$ cat src/verilog/board_params.svh
`ifndef BOARD_PARAMS_SVH
`define BOARD_PARAMS_SVH

// serial link, clock cycles per bit
`define CLKS_PER_BIT 8

// cycles each display digit stays lit
`define SEG_SCAN_DIV 16

// cycles each keypad column is held low
`define KP_SCAN_DIV  4

// register map
`define REG_LED1     4'd0
`define REG_LED2     4'd1
`define REG_SEG      4'd2
`define REG_KEY      4'd3   // bit 15 pending, bits 3:0 last key
`define REG_SW       4'd4   // read only

`endif

$ cat src/verilog/board_pkg.sv
package board_pkg;

    typedef logic [15:0] reg_data_t;
    typedef logic [3:0]  reg_addr_t;
    typedef logic [7:0]  byte_t;
    typedef logic [3:0]  key_idx_t;    // column * 4 + row

    // wishbone classic, master to slave
    typedef struct packed {
        logic      cyc;
        logic      stb;
        logic      we;
        reg_addr_t adr;
        reg_data_t dat;
    } wb_req_t;

    // slave to master
    typedef struct packed {
        logic      ack;
        reg_data_t dat;
    } wb_rsp_t;

    typedef enum logic [1:0] {RX_IDLE, RX_START, RX_DATA, RX_STOP} rx_state_e;
    typedef enum logic [1:0] {TX_IDLE, TX_START, TX_DATA, TX_STOP} tx_state_e;

    typedef enum logic [2:0] {
        CMD_IDLE, CMD_DATA_HI, CMD_DATA_LO, CMD_BUS, CMD_REPLY_HI, CMD_REPLY_LO
    } cmd_state_e;

endpackage

$ cat src/verilog/uart_rx.sv
`include "board_params.svh"

module uart_rx (
    input  logic             clk,
    input  logic             rst_n,
    input  logic             rx,
    output board_pkg::byte_t data,
    output logic             valid
);

    localparam int CNT_W = $clog2(`CLKS_PER_BIT);
    localparam logic [CNT_W-1:0] CNT_LAST = CNT_W'(`CLKS_PER_BIT - 1);
    localparam logic [CNT_W-1:0] CNT_HALF = CNT_W'(`CLKS_PER_BIT / 2 - 1);

    board_pkg::rx_state_e state;
    board_pkg::byte_t     shreg;
    logic [1:0]           rx_sync;
    logic                 rx_s;
    logic [CNT_W-1:0]     cnt;
    logic [2:0]           bit_idx;

    assign rx_s = rx_sync[1];

    always_ff @(posedge clk or negedge rst_n) begin
        if (!rst_n) begin
            rx_sync <= 2'b11;          // line idles high
            state   <= board_pkg::RX_IDLE;
            cnt     <= '0;
            bit_idx <= '0;
            valid   <= 1'b0;
        end else begin
            rx_sync <= {rx_sync[0], rx};
            valid   <= 1'b0;
            cnt     <= cnt + 1'b1;
            case (state)
                board_pkg::RX_IDLE: begin
                    cnt <= '0;
                    if (!rx_s) begin
                        state <= board_pkg::RX_START;
                    end
                end
                board_pkg::RX_START: begin
                    if (cnt == CNT_HALF) begin     // middle of start bit
                        cnt     <= '0;
                        bit_idx <= '0;
                        state   <= rx_s ? board_pkg::RX_IDLE : board_pkg::RX_DATA;
                    end
                end
                board_pkg::RX_DATA: begin
                    if (cnt == CNT_LAST) begin
                        cnt     <= '0;
                        bit_idx <= bit_idx + 1'b1;
                        if (bit_idx == 3'd7) begin
                            state <= board_pkg::RX_STOP;
                        end
                    end
                end
                board_pkg::RX_STOP: begin
                    if (cnt == CNT_LAST) begin
                        valid <= rx_s;             // low stop bit, frame dropped
                        state <= board_pkg::RX_IDLE;
                    end
                end
                default: state <= board_pkg::RX_IDLE;
            endcase
        end
    end

    always_ff @(posedge clk) begin
        if (state == board_pkg::RX_DATA && cnt == CNT_LAST) begin
            shreg <= {rx_s, shreg[7:1]};   // lsb arrives first
        end
    end

    assign data = shreg;

endmodule

$ cat src/verilog/uart_tx.sv
`include "board_params.svh"

module uart_tx (
    input  logic             clk,
    input  logic             rst_n,
    input  board_pkg::byte_t data,
    input  logic             start,
    output logic             tx,
    output logic             busy
);

    localparam int CNT_W = $clog2(`CLKS_PER_BIT);
    localparam logic [CNT_W-1:0] CNT_LAST = CNT_W'(`CLKS_PER_BIT - 1);

    board_pkg::tx_state_e state;
    board_pkg::byte_t     shreg;
    logic [CNT_W-1:0]     cnt;
    logic [2:0]           bit_idx;
    logic                 bit_end;

    assign bit_end = (cnt == CNT_LAST);

    always_ff @(posedge clk or negedge rst_n) begin
        if (!rst_n) begin
            state   <= board_pkg::TX_IDLE;
            cnt     <= '0;
            bit_idx <= '0;
        end else begin
            cnt <= bit_end ? '0 : cnt + 1'b1;
            case (state)
                board_pkg::TX_IDLE: begin
                    cnt     <= '0;
                    bit_idx <= '0;
                    if (start) begin
                        state <= board_pkg::TX_START;
                    end
                end
                board_pkg::TX_START: begin
                    if (bit_end) state <= board_pkg::TX_DATA;
                end
                board_pkg::TX_DATA: begin
                    if (bit_end) begin
                        bit_idx <= bit_idx + 1'b1;
                        if (bit_idx == 3'd7) state <= board_pkg::TX_STOP;
                    end
                end
                board_pkg::TX_STOP: begin
                    if (bit_end) state <= board_pkg::TX_IDLE;
                end
                default: state <= board_pkg::TX_IDLE;
            endcase
        end
    end

    always_ff @(posedge clk) begin
        if (state == board_pkg::TX_IDLE && start) begin
            shreg <= data;
        end else if (state == board_pkg::TX_DATA && bit_end) begin
            shreg <= shreg >> 1;
        end
    end

    always_comb begin
        case (state)
            board_pkg::TX_START: tx = 1'b0;
            board_pkg::TX_DATA:  tx = shreg[0];
            default:             tx = 1'b1;   // idle and stop bit
        endcase
    end

    assign busy = (state != board_pkg::TX_IDLE);

endmodule

$ cat src/verilog/uart_bus_master.sv
module uart_bus_master (
    input  logic               clk,
    input  logic               rst_n,
    input  board_pkg::byte_t   rx_data,
    input  logic               rx_valid,
    output board_pkg::byte_t   tx_data,
    output logic               tx_start,
    input  logic               tx_busy,
    output board_pkg::wb_req_t wb_req,
    input  board_pkg::wb_rsp_t wb_rsp
);

    board_pkg::cmd_state_e state;
    board_pkg::wb_req_t    req_q;
    board_pkg::reg_data_t  rdata;

    always_ff @(posedge clk or negedge rst_n) begin
        if (!rst_n) begin
            state <= board_pkg::CMD_IDLE;
            req_q <= '0;
        end else begin
            case (state)
                board_pkg::CMD_IDLE: begin
                    if (rx_valid) begin
                        req_q.adr <= rx_data[3:0];
                        req_q.we  <= rx_data[7];
                        if (rx_data[7]) begin
                            state <= board_pkg::CMD_DATA_HI;
                        end else begin
                            // read starts right away
                            req_q.cyc <= 1'b1;
                            req_q.stb <= 1'b1;
                            state     <= board_pkg::CMD_BUS;
                        end
                    end
                end
                board_pkg::CMD_DATA_HI: begin
                    if (rx_valid) begin
                        req_q.dat[15:8] <= rx_data;
                        state           <= board_pkg::CMD_DATA_LO;
                    end
                end
                board_pkg::CMD_DATA_LO: begin
                    if (rx_valid) begin
                        req_q.dat[7:0] <= rx_data;
                        req_q.cyc      <= 1'b1;
                        req_q.stb      <= 1'b1;
                        state          <= board_pkg::CMD_BUS;
                    end
                end
                board_pkg::CMD_BUS: begin
                    if (wb_rsp.ack) begin
                        req_q.cyc <= 1'b0;
                        req_q.stb <= 1'b0;
                        state <= req_q.we ? board_pkg::CMD_IDLE : board_pkg::CMD_REPLY_HI;
                    end
                end
                board_pkg::CMD_REPLY_HI: begin
                    if (tx_start) state <= board_pkg::CMD_REPLY_LO;
                end
                board_pkg::CMD_REPLY_LO: begin
                    if (tx_start) state <= board_pkg::CMD_IDLE;
                end
                default: state <= board_pkg::CMD_IDLE;
            endcase
        end
    end

    // read data held for the two reply bytes
    always_ff @(posedge clk) begin
        if (state == board_pkg::CMD_BUS && wb_rsp.ack) begin
            rdata <= wb_rsp.dat;
        end
    end

    assign wb_req   = req_q;
    assign tx_start = (state == board_pkg::CMD_REPLY_HI || state == board_pkg::CMD_REPLY_LO)
                      && !tx_busy;
    assign tx_data  = (state == board_pkg::CMD_REPLY_HI) ? rdata[15:8] : rdata[7:0];

    a_stb_held_to_ack: assert property (
        @(posedge clk) disable iff (!rst_n)
        $fell(wb_req.stb) |-> $past(wb_rsp.ack)
    ) else $error("stb dropped without ack");

    a_adr_stable: assert property (
        @(posedge clk) disable iff (!rst_n)
        (wb_req.stb && !wb_rsp.ack) |=> $stable(wb_req.adr)
    ) else $error("adr changed during bus cycle");

endmodule

$ cat src/verilog/io_regs.sv
`include "board_params.svh"

module io_regs (
    input  logic                 clk,
    input  logic                 rst_n,
    input  board_pkg::wb_req_t   wb_req,
    output board_pkg::wb_rsp_t   wb_rsp,
    input  board_pkg::reg_data_t switches,
    input  board_pkg::key_idx_t  key_idx,
    input  logic                 key_press,
    output board_pkg::reg_data_t led1,
    output board_pkg::reg_data_t led2,
    output board_pkg::reg_data_t seg_value
);

    board_pkg::reg_data_t sw_meta;
    board_pkg::reg_data_t sw_sync;
    board_pkg::reg_data_t rd_mux;
    board_pkg::reg_data_t rdat_q;
    board_pkg::key_idx_t  key_last;
    logic                 key_pend;
    logic                 ack_q;
    logic                 access;

    // only the first cycle of a strobe, ack goes out next
    assign access = wb_req.cyc && wb_req.stb && !ack_q;

    always_ff @(posedge clk) begin
        sw_meta <= switches;
        sw_sync <= sw_meta;
    end

    always_comb begin
        case (wb_req.adr)
            `REG_LED1: rd_mux = led1;
            `REG_LED2: rd_mux = led2;
            `REG_SEG:  rd_mux = seg_value;
            `REG_KEY:  rd_mux = {key_pend, 11'b0, key_last};
            `REG_SW:   rd_mux = sw_sync;
            default:   rd_mux = '0;
        endcase
    end

    always_ff @(posedge clk or negedge rst_n) begin
        if (!rst_n) begin
            ack_q     <= 1'b0;
            led1      <= '0;
            led2      <= '0;
            seg_value <= '0;
            key_pend  <= 1'b0;
            key_last  <= '0;
        end else begin
            ack_q <= access;
            if (access && wb_req.we) begin
                case (wb_req.adr)
                    `REG_LED1: led1      <= wb_req.dat;
                    `REG_LED2: led2      <= wb_req.dat;
                    `REG_SEG:  seg_value <= wb_req.dat;
                    default:   ;   // switches, key and holes ignore writes
                endcase
            end
            if (key_press) begin
                key_pend <= 1'b1;
                key_last <= key_idx;
            end else if (access && !wb_req.we && wb_req.adr == `REG_KEY) begin
                key_pend <= 1'b0;                      // read clears pending
            end
        end
    end

    always_ff @(posedge clk) begin
        if (access) begin
            rdat_q <= rd_mux;
        end
    end

    assign wb_rsp = '{ack: ack_q, dat: rdat_q};

    a_ack_single: assert property (
        @(posedge clk) disable iff (!rst_n)
        $rose(wb_req.stb) |=> wb_rsp.ack ##1 !wb_rsp.ack
    ) else $error("ack not a single cycle right after the strobe");

endmodule

$ cat src/verilog/seg7_scan.sv
`include "board_params.svh"

module seg7_scan (
    input  logic                 clk,
    input  logic                 rst_n,
    input  board_pkg::reg_data_t value,
    output logic [3:0]           seg_en,
    output logic [7:0]           seg_out
);

    localparam int DIV_W = $clog2(`SEG_SCAN_DIV);
    localparam logic [DIV_W-1:0] DIV_LAST = DIV_W'(`SEG_SCAN_DIV - 1);

    logic [DIV_W-1:0] div_cnt;
    logic [1:0]       digit;
    logic             lit;      // display dark until first slot ends
    logic [3:0]       nibble;
    logic [6:0]       pat;      // active high, a in bit 0

    always_ff @(posedge clk or negedge rst_n) begin
        if (!rst_n) begin
            div_cnt <= '0;
            digit   <= '0;
            lit     <= 1'b0;
        end else begin
            div_cnt <= div_cnt + 1'b1;
            if (div_cnt == DIV_LAST) begin
                div_cnt <= '0;
                if (!lit) begin
                    lit <= 1'b1;
                end else begin
                    digit <= digit + 1'b1;   // wraps 3 -> 0
                end
            end
        end
    end

    assign nibble = value[4*digit +: 4];

    always_comb begin
        case (nibble)
            4'h0: pat = 7'h3F;
            4'h1: pat = 7'h06;
            4'h2: pat = 7'h5B;
            4'h3: pat = 7'h4F;
            4'h4: pat = 7'h66;
            4'h5: pat = 7'h6D;
            4'h6: pat = 7'h7D;
            4'h7: pat = 7'h07;
            4'h8: pat = 7'h7F;
            4'h9: pat = 7'h6F;
            4'hA: pat = 7'h77;
            4'hB: pat = 7'h7C;
            4'hC: pat = 7'h39;
            4'hD: pat = 7'h5E;
            4'hE: pat = 7'h79;
            default: pat = 7'h71;
        endcase
    end

    // common anode, everything active low, dp off
    assign seg_out = {1'b1, ~pat};
    assign seg_en  = lit ? ~(4'b0001 << digit) : 4'hF;

endmodule

$ cat src/verilog/keypad_scan.sv
`include "board_params.svh"

module keypad_scan (
    input  logic                clk,
    input  logic                rst_n,
    input  logic [3:0]          kp_row,
    output logic [3:0]          kp_col,
    output board_pkg::key_idx_t key_idx,
    output logic                key_press
);

    localparam int DIV_W = $clog2(`KP_SCAN_DIV);
    localparam logic [DIV_W-1:0] SLOT_LAST = DIV_W'(`KP_SCAN_DIV - 1);

    logic [DIV_W-1:0] slot_cnt;
    logic [1:0]       col;
    logic [3:0]       row_meta;
    logic [3:0]       row_s;
    logic             slot_end;
    logic             hit;
    logic [1:0]       row_idx;
    logic             armed;     // ready to report a new press
    logic             seen;      // some key down during this scan

    assign slot_end = (slot_cnt == SLOT_LAST);
    assign kp_col   = ~(4'b0001 << col);

    // lowest numbered low row wins
    always_comb begin
        hit     = 1'b0;
        row_idx = '0;
        for (int r = 3; r >= 0; r--) begin
            if (!row_s[r]) begin
                hit     = 1'b1;
                row_idx = 2'(r);
            end
        end
    end

    always_ff @(posedge clk or negedge rst_n) begin
        if (!rst_n) begin
            row_meta  <= 4'hF;
            row_s     <= 4'hF;
            slot_cnt  <= '0;
            col       <= '0;
            armed     <= 1'b1;
            seen      <= 1'b0;
            key_idx   <= '0;
            key_press <= 1'b0;
        end else begin
            row_meta  <= kp_row;
            row_s     <= row_meta;
            key_press <= 1'b0;
            slot_cnt  <= slot_cnt + 1'b1;
            if (slot_end) begin
                slot_cnt <= '0;
                col      <= col + 1'b1;
                if (hit && armed) begin
                    key_press <= 1'b1;
                    key_idx   <= {col, row_idx};
                    armed     <= 1'b0;
                end
                if (col == 2'd3) begin
                    seen <= 1'b0;
                    if (!seen && !hit) begin
                        armed <= 1'b1;   // whole scan idle, rearm
                    end
                end else if (hit) begin
                    seen <= 1'b1;
                end
            end
        end
    end

endmodule

$ cat src/verilog/board_top.sv
module board_top (
    input  logic                 clk,
    input  logic                 rst_n,
    // serial link
    input  logic                 rx,
    output logic                 tx,
    // board devices
    input  board_pkg::reg_data_t switches,
    input  logic [3:0]           kp_row,
    output logic [3:0]           kp_col,
    output board_pkg::reg_data_t led1_out,
    output board_pkg::reg_data_t led2_out,
    output logic [3:0]           seg_en,
    output logic [7:0]           seg_out
);

    board_pkg::byte_t     rx_byte;
    board_pkg::byte_t     tx_byte;
    logic                 rx_valid;
    logic                 tx_start;
    logic                 tx_busy;
    board_pkg::wb_req_t   wb_req;
    board_pkg::wb_rsp_t   wb_rsp;
    board_pkg::reg_data_t seg_value;
    board_pkg::key_idx_t  key_idx;
    logic                 key_press;

    uart_rx uart_rx_inst (
        .clk,
        .rst_n,
        .rx,
        .data  (rx_byte),
        .valid (rx_valid)
    );

    uart_tx uart_tx_inst (
        .clk,
        .rst_n,
        .data  (tx_byte),
        .start (tx_start),
        .tx,
        .busy  (tx_busy)
    );

    // the only bus master
    uart_bus_master uart_bus_master_inst (
        .clk,
        .rst_n,
        .rx_data  (rx_byte),
        .rx_valid,
        .tx_data  (tx_byte),
        .tx_start,
        .tx_busy,
        .wb_req,
        .wb_rsp
    );

    io_regs io_regs_inst (
        .clk,
        .rst_n,
        .wb_req,
        .wb_rsp,
        .switches,
        .key_idx,
        .key_press,
        .led1      (led1_out),
        .led2      (led2_out),
        .seg_value
    );

    seg7_scan seg7_scan_inst (
        .clk,
        .rst_n,
        .value (seg_value),
        .seg_en,
        .seg_out
    );

    keypad_scan keypad_scan_inst (
        .clk,
        .rst_n,
        .kp_row,
        .kp_col,
        .key_idx,
        .key_press
    );

endmodule

$ cat config.mk
export PLATFORM = sky130hd
export DESIGN_NAME = board_top
export DESIGN_NICKNAME = d
export VERILOG_FILES = /design/src/verilog/board_pkg.sv /design/src/verilog/uart_rx.sv /design/src/verilog/uart_tx.sv /design/src/verilog/uart_bus_master.sv /design/src/verilog/io_regs.sv /design/src/verilog/seg7_scan.sv /design/src/verilog/keypad_scan.sv /design/src/verilog/board_top.sv
export VERILOG_INCLUDE_DIRS = /design/src /design/src/verilog
export SDC_FILE = /design/constraint.sdc
export NUM_CORES = 1
export LEC_CHECK = 0
export CORE_ASPECT_RATIO = 1.5
export CORE_MARGIN = 1.5
export CORE_UTILIZATION = 54
export CTS_BUF_LIST = sky130_fd_sc_hd__clkbuf_16
export DETAILED_ROUTE_END_ITERATION = 10
export DONT_BUFFER_PORTS = 1
export GPL_ROUTABILITY_DRIVEN = 0
export PLACE_DENSITY = 0.67
export SLEW_MARGIN = 5
export SYNTH_ARGS = -nofsm -noshare
export SYNTH_HDL_FRONTEND = slang
export SYNTH_HIERARCHICAL = 1
export SYNTH_SLANG_ARGS = --single-unit
$ cat constraint.sdc
create_clock -name clk -period 2.3 [get_ports clk]
set_clock_uncertainty 0.1 [all_clocks]
set_input_delay 0 -clock clk [delete_from_list [all_inputs] [get_ports clk]]
set_output_delay 0 -clock clk [all_outputs]
set_load 0.01 [all_outputs]
* Word level (Yosys, flattened, before mapping)
Memories as Yosys holds them, arrays and structs flattened.
Cells that the tools add are included.
** Storage, ports and cells
- Bits in registers :: 205
- ROM bits :: 112
- Bits of input ports :: 23
- Output and inout port bits :: 49
- Logic and storage cells :: 201
- Memories kept :: 1
** Operators by class
- Add/sub/neg operators :: 8
- Eq/ne operators :: 40
- Shifts and indexed selects :: 3
- Mux-type cells :: 64
- Bitwise operators :: 3
- Reduce and logical (&&, ||, !) cells :: 44
** Memory list
- (name not given) :: words 16, width 7, rd ports 1, clocked after memory_dff 0, wr ports 0, line seg7_scan.sv:41 : case (nibble)
** Operators with widths (number)
- $pmux 16 s5 :: 1
- $mux 3 :: 14
- $mux 2 :: 20
- $mux 8 :: 3
- $ne 2x1->1 const B :: 10
- $reduce_and 2->1 :: 10
- $eq 3x3->1 const B :: 6
- $pmux 3 s6 :: 1
- $pmux 2 s4 :: 2
- $shiftx 16x5->4 :: 1
- $mux 1 :: 15
- $reduce_and 5->1 :: 3
- $ne 2x2->1 const B :: 7
- $add 3x1->3 const B :: 4
- $eq 2x2->1 const B :: 6
- $logic_and 1x1->1 :: 12
- $pmux 3 s2 :: 2
- $reduce_bool 2->1 :: 6
- $eq 3x2->1 const B :: 3
- $pmux 3 s3 :: 1
- $eq 4x2->1 const B :: 2
- $mux 4 :: 2
- $not 4->4 :: 2
- $shl 1x2->4 const A :: 2
- 19 further kinds :: 27

* Depth between registers and ports, before layout
Gate-level depths: netlist (run 1).
- Depth in word-level cells :: 8
- Depth in mapped cells :: 8
- Mapped depth without buffers :: 7

* By module
The synthesis (run 1) kept the hierarchy.
** By module, submodules not included
- io_regs :: instances 1, cells each 237, area each 3863.7 µm², sequential area each 2472.4 µm²
- uart_bus_master :: instances 1, cells each 98, area each 1644.1 µm², sequential area each 1106.1 µm²
- uart_tx :: instances 1, cells each 62, area each 829.5 µm², sequential area each 440.4 µm²
- uart_rx :: instances 1, cells each 55, area each 793.3 µm², sequential area each 518.0 µm²
- keypad_scan :: instances 1, cells each 52, area each 716.9 µm², sequential area each 486.7 µm²
- seg7_scan :: instances 1, cells each 66, area each 708.2 µm², sequential area each 175.2 µm²

* Least setup slack after synthesis (run 1)
OpenSTA, ideal clock, no wires.
- Path type :: register to output
- From :: register seg7_scan_inst.digit[0]
- To :: output port seg_out[3]
- Arrival time :: 1946 ps
- Required time :: 2200 ps
- Setup slack :: 254 ps
- Cell stages (with the launch flop) :: 7
- Path buffers :: 1
- Cell sequence :: dfrtp_1 buf_6 mux4_1 inv_1 ha_1 inv_1 mux4_1
** On the way
- Cells in the longest elaborated chain, start to end :: 3
** RTL lines
- start: declaration :: line seg7_scan.sv:15 : logic [1:0] digit;
- start signal: assignment :: line seg7_scan.sv:32 : digit <= digit + 1'b1;
- $shiftx 16x5->4 :: line seg7_scan.sv:38 : assign nibble = value[4*digit +: 4];
- $mem_v2 16x7
- $not 7->7 :: line seg7_scan.sv:62 : assign seg_out = {1'b1, ~pat};
- end: declaration :: line board_top.sv:14 : output logic [7:0] seg_out
Every way passes these cells.

* Final worst setup path (run 1)
Same ends and word-level chain as after synthesis.

==> results.yml, run 1 <==
clock_tree:
  clock-sinks: 204
  clk_pin_slew_ns: 0.06
  clk_path_buf_depth: 3
  cts_tree: "yes"
  clock_latency_ns: 0.49
  clock-root-buffer: "clkbuf_16"
  cts_max_level: 1
  cts_buffers: 20
  cts.hold.buffers_added: 42
timing:
  rsz0062_at_grt: "true"
  drv_slew: 0
  setup_violations: 2
  relSlewSlack_pct: 30.5
  fmax_ghz: 0.423
  period_share_pct: 103
  post-route-min-period_ns: 2.36
  worstMarginPinSlew_ns: 1.04
  hold_viol: 124
  setup_ws_ns: -0.0640
  worst_hold_slack_ns: -0.889
logic_synthesis:
  ys_ff_latch: 204
  async_flop_share_pct: 60.8
  synth_cells: 570
  ys.warnings.count: 6
  synth_edf_count: 48
  ys_seq_area_share_pct: 60.8
  synth_nets: 625
  ys_types: 73
  synthFlopType: "dfrtp_1"
  avgSynthCellArea_um2: 15.0
  post_synth_instance_area_um2: 8560
die:
  rows: 56
  coreArea_um2: 15600
  fp.dieW_um: 106
  dieHeight_um: 157
  start_util_pct: 55.0
  ios: 72
  die-area_um2: 16600
power_and_ir_drop:
  clkPwrFrac_pct: 36.7
  switchingPower_mw: 2.21
  ir_worst_vdd_v: 0.000701
  p_int_mw: 6.41
  p_per_area_nw_per_um2: 862
  p_comb_share_pct: 14.3
  p_sw_share_pct: 25.7
  pwr-share-seq_pct: 49.0
  p_leak_nw: 4.43
worst_setup_path:
  crit_required_ns: 2.20
  crit_chain: "mux4_2 -> inv_4 -> ha_4 -> inv_2 -> mux4_2"
  arrival_ns: 2.26
  max_stage_delay_ns: 0.61
  slowest_stage: "mux4_2"
  endpoint_kind: "primary output"
  crit_family: "multiplexers"
  crit_type: "reg -> out"
  setup.worst_path.start_class: "flip-flop"
  cpMostUsedCell: "mux4_2"
  crit_fanout: 4
  reg2reg_slack_ns: 0.22
  cp_num_buf_inv: 2
placed_design:
  port_buffers: 0
  dp_hpwl_mm: 11.6
  dp_slack_ns: 0.139
  dpl_cell_area_um2: 8750
outcome:
  violations: "negative hold slack, negative setup slack"
  status: "finished, violations left"
global_routing:
  grt_pass1_vias: 5139
  grt_usage_pct: 21.5
  grt_max_degree: 125
  grt_pass1_wl_mm: 27.6
  antenna_found_initial: 0
  overflow: 0
route:
  wl_per_cell_um: 20.3
  via_per_inst: 5.65
  ant_nets: 0
  totalWireLength_mm: 17.3
  drt-pass1-iter-count: 4
  drt_iter0_markers: 235
  vias: 4806
  drc_errors: 0
min_path:
  min-delay-path-class: "in -> async"
flow_run:
  maxCapViolCount: 0
finish:
  drive_gt1_share_pct: 29.6
  mostFrequentLayoutCell: "dfrtp_1"
  nNetsFinal: 689
  finalInstanceArea_um2: 10000
  diodes: 0
  layout_common_cells: "dfrtp_1 (111), mux2_2 (64), edfxtp_1 (48)"
  area_growth_pct: 16.8
  fillers: 1102
synthesized netlist by cell type (3+ instances only):
cell / instances / share of area [%]
dfrtp_1: 113 / 33
mux2_2: 64 / 8.4
edfxtp_1: 48 / 17
dfxtp_1: 32 / 7.5
ha_1: 32 / 4.7
inv_1: 25 / 1.1
mux2_1: 23 / 3.0
mux2i_1: 22 / 2.6
nand2_1: 19 / 0.83
a221o_1: 16 / 1.9
nor4_1: 15 / 1.1
buf_2: 11 / 0.64
dfstp_2: 11 / 3.4
mux2_4: 11 / 1.9
o21ai_0: 9 / 0.53
a21oi_1: 8 / 0.47
buf_4: 7 / 0.61
buf_6: 7 / 0.92
nand2b_1: 7 / 0.51
nor2_1: 7 / 0.31
nor2b_1: 6 / 0.44
a31oi_1: 4 / 0.29
mux4_2: 4 / 1.1
a21o_1: 3 / 0.26
and3_1: 3 / 0.22
clkbuf_1: 3 / 0.13
nand3b_1: 3 / 0.26
o22ai_1: 3 / 0.22
xor2_1: 3 / 0.31
repair_timing:
action / in CTS / in global routing
gates cloned: 1 / 0
hold endpoints to repair: 145 / 124
setup endpoints to repair: 7 / 7
pin swaps: 0 / 2
gates resized for setup: 12 / 13
buffers inserted: 7 / 2
power groups by stage:
stage	sequential (mW)	clock, mW	combinational [mW]
final	4.23	3.16	1.23
after global routing	4.26	3.37	1.35
after CTS	4.23	3.22	1.23
after detailed placement	4.29	0	1.16
after global placement	4.28	0	1.10
after floorplan	4.15	0	1.06
metal layers:
layer  part of all wire [%]  GRT usage (%)
met4                    3.4           9.40
met5                      0              0
met2                     54           39.5
met3                    3.5           3.35
met1                     39           24.7
registers in the layout, summed over array words and instances, names as in the netlist, 8 cells and up, named ones only:
name                         cells
uart_bus_master_inst/wb_req     22
io_regs_inst/led1               16
io_regs_inst/led2               16
io_regs_inst/rdat_q             16
io_regs_inst/seg_value          16
io_regs_inst/sw_meta            16
io_regs_inst/sw_sync            16
uart_bus_master_inst/rdata      16
uart_rx_inst/data                8
uart_tx_inst/shreg               8
cells by family after synthesis:
logic type	after synthesis	synth area share, %
flops	204	60.8
mux	126	17.6
simple gates	92	7.80
compound gates	56	5.06
buf+inv	55	3.63
fa+ha+maj	32	4.68
xor+xnor	4	0.410
other cells	1	0.0438
metrics by stage:
stage | utilization [%] | setup TNS [ns] | power [mW] | hold slack [ns] | cells
after floorplan | - | 0 | 5.20 | -0.396 | 570
after global placement | 56.3 | 0 | 5.38 | -0.390 | 763
after detailed placement | 56.3 | 0 | 5.46 | -0.391 | 763
after CTS | 63.8 | -0.0977 | 8.67 | -0.907 | 849
after global routing | 64.3 | -0.378 | 8.98 | -0.906 | 851
final | 64.3 | -0.0702 | 8.62 | -0.889 | 851
cell type report:
type	instances	area [um2]	area share, %
multi-input combinational	312	3150	31.5
timing repair buffer	70	643	6.43
clock inverter	14	92.6	0.926
inverter	26	103	1.03
sequential	204	5200	52.0
clock buffer	22	551	5.51
tap	203	254	2.54
final timing paths:
check                                                start                      end  cells past startpoint
setup / recovery                   seg7_scan_inst/digit[0]               seg_out[3]                      5
hold / removal                                       rst_n    uart_tx_inst/state[1]                      0
setup reg to reg           uart_bus_master_inst/wb_req[19]  io_regs_inst/rdat_q[14]                      2
hold reg to reg                    io_regs_inst/sw_meta[0]  io_regs_inst/sw_sync[0]                      0
max in group asynchronous                            rst_n   keypad_scan_inst/armed                      0
min in group clk                   io_regs_inst/sw_meta[0]  io_regs_inst/sw_sync[0]                      0
Power figures use the tool's default switching activity.
==> inputs of run 2 (changes only) <==
CTS_CLUSTER_SIZE = 16   (was not set)
HOLD_SLACK_MARGIN = 0.06   (was not set)
==> run 2 against run 1 <==
The run still ends with negative hold slack, negative setup slack left. Non-clock buffer count unchanged. Combinational power about the same. Maximum frequency increased by 0.44%. Register-to-register slack improved by 0.05 ns. Clock power about the same. Die area unchanged. Cell count unchanged. Highest routed layer unchanged.
==> results.yml, run 2 (synthesized netlist as in run 1, its figures left out) <==
clock_tree:
  cts_tree: "yes"
  clock-sinks: 204
  clk_path_buf_depth: 3
  cts_max_level: 1
  clock-root-buffer: "clkbuf_16"
  clock_latency_ns: 0.49
  cts.hold.buffers_added: 42
  cts_buffers: 20
  clk_pin_slew_ns: 0.06
finish:
  seq_area_um2: 5200
  nNetsFinal: 689
  largest_register_ffs: 22
  fillers: 1106
  mostFrequentLayoutCell: "dfrtp_1"
  diodes: 0
  layout_common_cells: "dfrtp_1 (111), mux2_2 (64), edfxtp_1 (48)"
  multi_input_area_um2: 3150
  drive_gt1_share_pct: 29.6
  area_growth_pct: 16.9
timing:
  worst_hold_slack_ns: -0.888
  setup_violations: 1
  hold_viol: 124
  relSlewSlack_pct: 34.1
  drv_slew: 0
  worstMarginPinSlew_ns: 0.986
  setup_ws_ns: -0.0537
  period_share_pct: 102
  rsz0062_at_grt: "true"
  post-route-min-period_ns: 2.35
  fmax_ghz: 0.425
route:
  ant_nets: 0
  via_per_inst: 5.66
  wl_per_cell_um: 20.2
  vias: 4819
  drt-pass1-iter-count: 4
  totalWireLength_mm: 17.2
  drc_errors: 0
  drt_iter0_markers: 275
worst_setup_path:
  reg2reg_slack_ns: 0.27
  endpoint_kind: "primary output"
  setup.worst_path.start_class: "flip-flop"
  crit_required_ns: 2.20
  cpMostUsedCell: "mux4_2"
  crit_chain: "mux4_2 -> ha_2 -> mux4_2"
  slowest_stage: "mux4_2"
  crit_type: "reg -> out"
  r2r_start: "uart_bus_master_inst/wb_req[19]"
  r2r-end: "io_regs_inst/rdat_q[14]"
  max_stage_delay_ns: 0.60
  reg2regPathDepth: 2
  arrival_ns: 2.25
  crit_fanout: 4
global_routing:
  antenna_found_initial: 0
  grt_usage_pct: 21.4
  overflow: 0
  grt_max_degree: 125
  grt_pass1_vias: 5152
  grt_pass1_wl_mm: 27.5
flow_run:
  maxCapViolCount: 0
die:
  die-area_um2: 16600
  fp.dieW_um: 106
  dieHeight_um: 157
  ios: 72
  coreArea_um2: 15600
  rows: 56
  start_util_pct: 55.0
min_path:
  min-delay-path-class: "in -> async"
outcome:
  status: "finished, violations left"
  violations: "negative hold slack, negative setup slack"
placed_design:
  port_buffers: 0
  dp_hpwl_mm: 11.6
power_and_ir_drop:
  ir_worst_vdd_v: 0.000583
  p_per_area_nw_per_um2: 862
  power.total_mw: 8.62
  p_leak_nw: 4.43
[run 2: cell types whose count changed in the layout (fill, tap and decap cells not counted)]
cell and delta:
inv_8 +1, clkinv_1 -1, inv_6 -1, inv_1 +1
[run 2: timing repair]
action,CTS,global route
gates resized for setup,12,13
pin swaps,0,2
hold endpoints to repair,145,124
endpoints found under the setup margin,7,7
setup buffers,7,2
cloned,1,0
[run 2: layout make-up]
cell class                      count  area share (%)
Inverter                           26            1.03
Multi-Input combinational cell    312            31.5
Clock buffer                       22            5.51
Sequential cell                   204            52.0
Clock inverter                     14           0.951
Timing Repair Buffer               70            6.43
Tap cell                          203            2.54
[run 2: worst max-delay path by stage]
stage,endpoint,start,slack (ns),cells past startpoint
detailed placement,seg_out[3],seg7_scan_inst/digit[0],0.14,5
global placement,seg_out[3],seg7_scan_inst/digit[0],0.19,5
finish,seg_out[3],seg7_scan_inst/digit[0],-0.05,3
global route,seg_out[3],seg7_scan_inst/digit[0],-0.11,5
floorplan,seg_out[3],seg7_scan_inst/digit[0],0.25,6
CTS,seg_out[3],seg7_scan_inst/digit[0],-0.06,5
[run 2: worst max-delay path: cells and delay by family, from the launching register on]
kind	cells	cell delay, ns
adder cells (fa/ha/maj)	1	0.25
flip-flops	1	0.41
multiplexers	2	1.11
[run 2: layer usage]
metal	wire length [um]	part of all wire, %	track usage, %	vias to the layer above
met5	0	0	0	-
met4	656	3.8	9.91	0
met3	693	4.0	3.81	45
met2	9170	53	38.2	109
met1	6640	39	24.9	2450
li1	-	-	-	2215
[run 2: where the power goes]
| group | total, mW | internal [mW] | leakage (nW) | switching, mW |
|---|---|---|---|---|
| sequential | 4.23 | 3.95 | 2.36 | 0.279 |
| combinational | 1.23 | 0.623 | 1.74 | 0.603 |
| clock | 3.17 | 1.84 | 0.332 | 1.32 |
| total | 8.62 | 6.41 | 4.43 | 2.21 |
[run 2: metrics by stage]
step | TNS, ns | std cells | instance area [um2] | util, % | setup WS, ns
3_3_place_gp | 0 | 763 | 8750 | 56.3 | 0.194
4_1_cts | -0.0651 | 849 | 9920 | 63.8 | -0.0621
5_1_grt | -0.289 | 851 | 10000 | 64.3 | -0.114
3_5_place_dp | 0 | 763 | 8750 | 56.3 | 0.139
2_1_floorplan | 0 | 570 | 8560 | - | 0.254
6_report | -0.0537 | 851 | 10000 | 64.3 | -0.0537
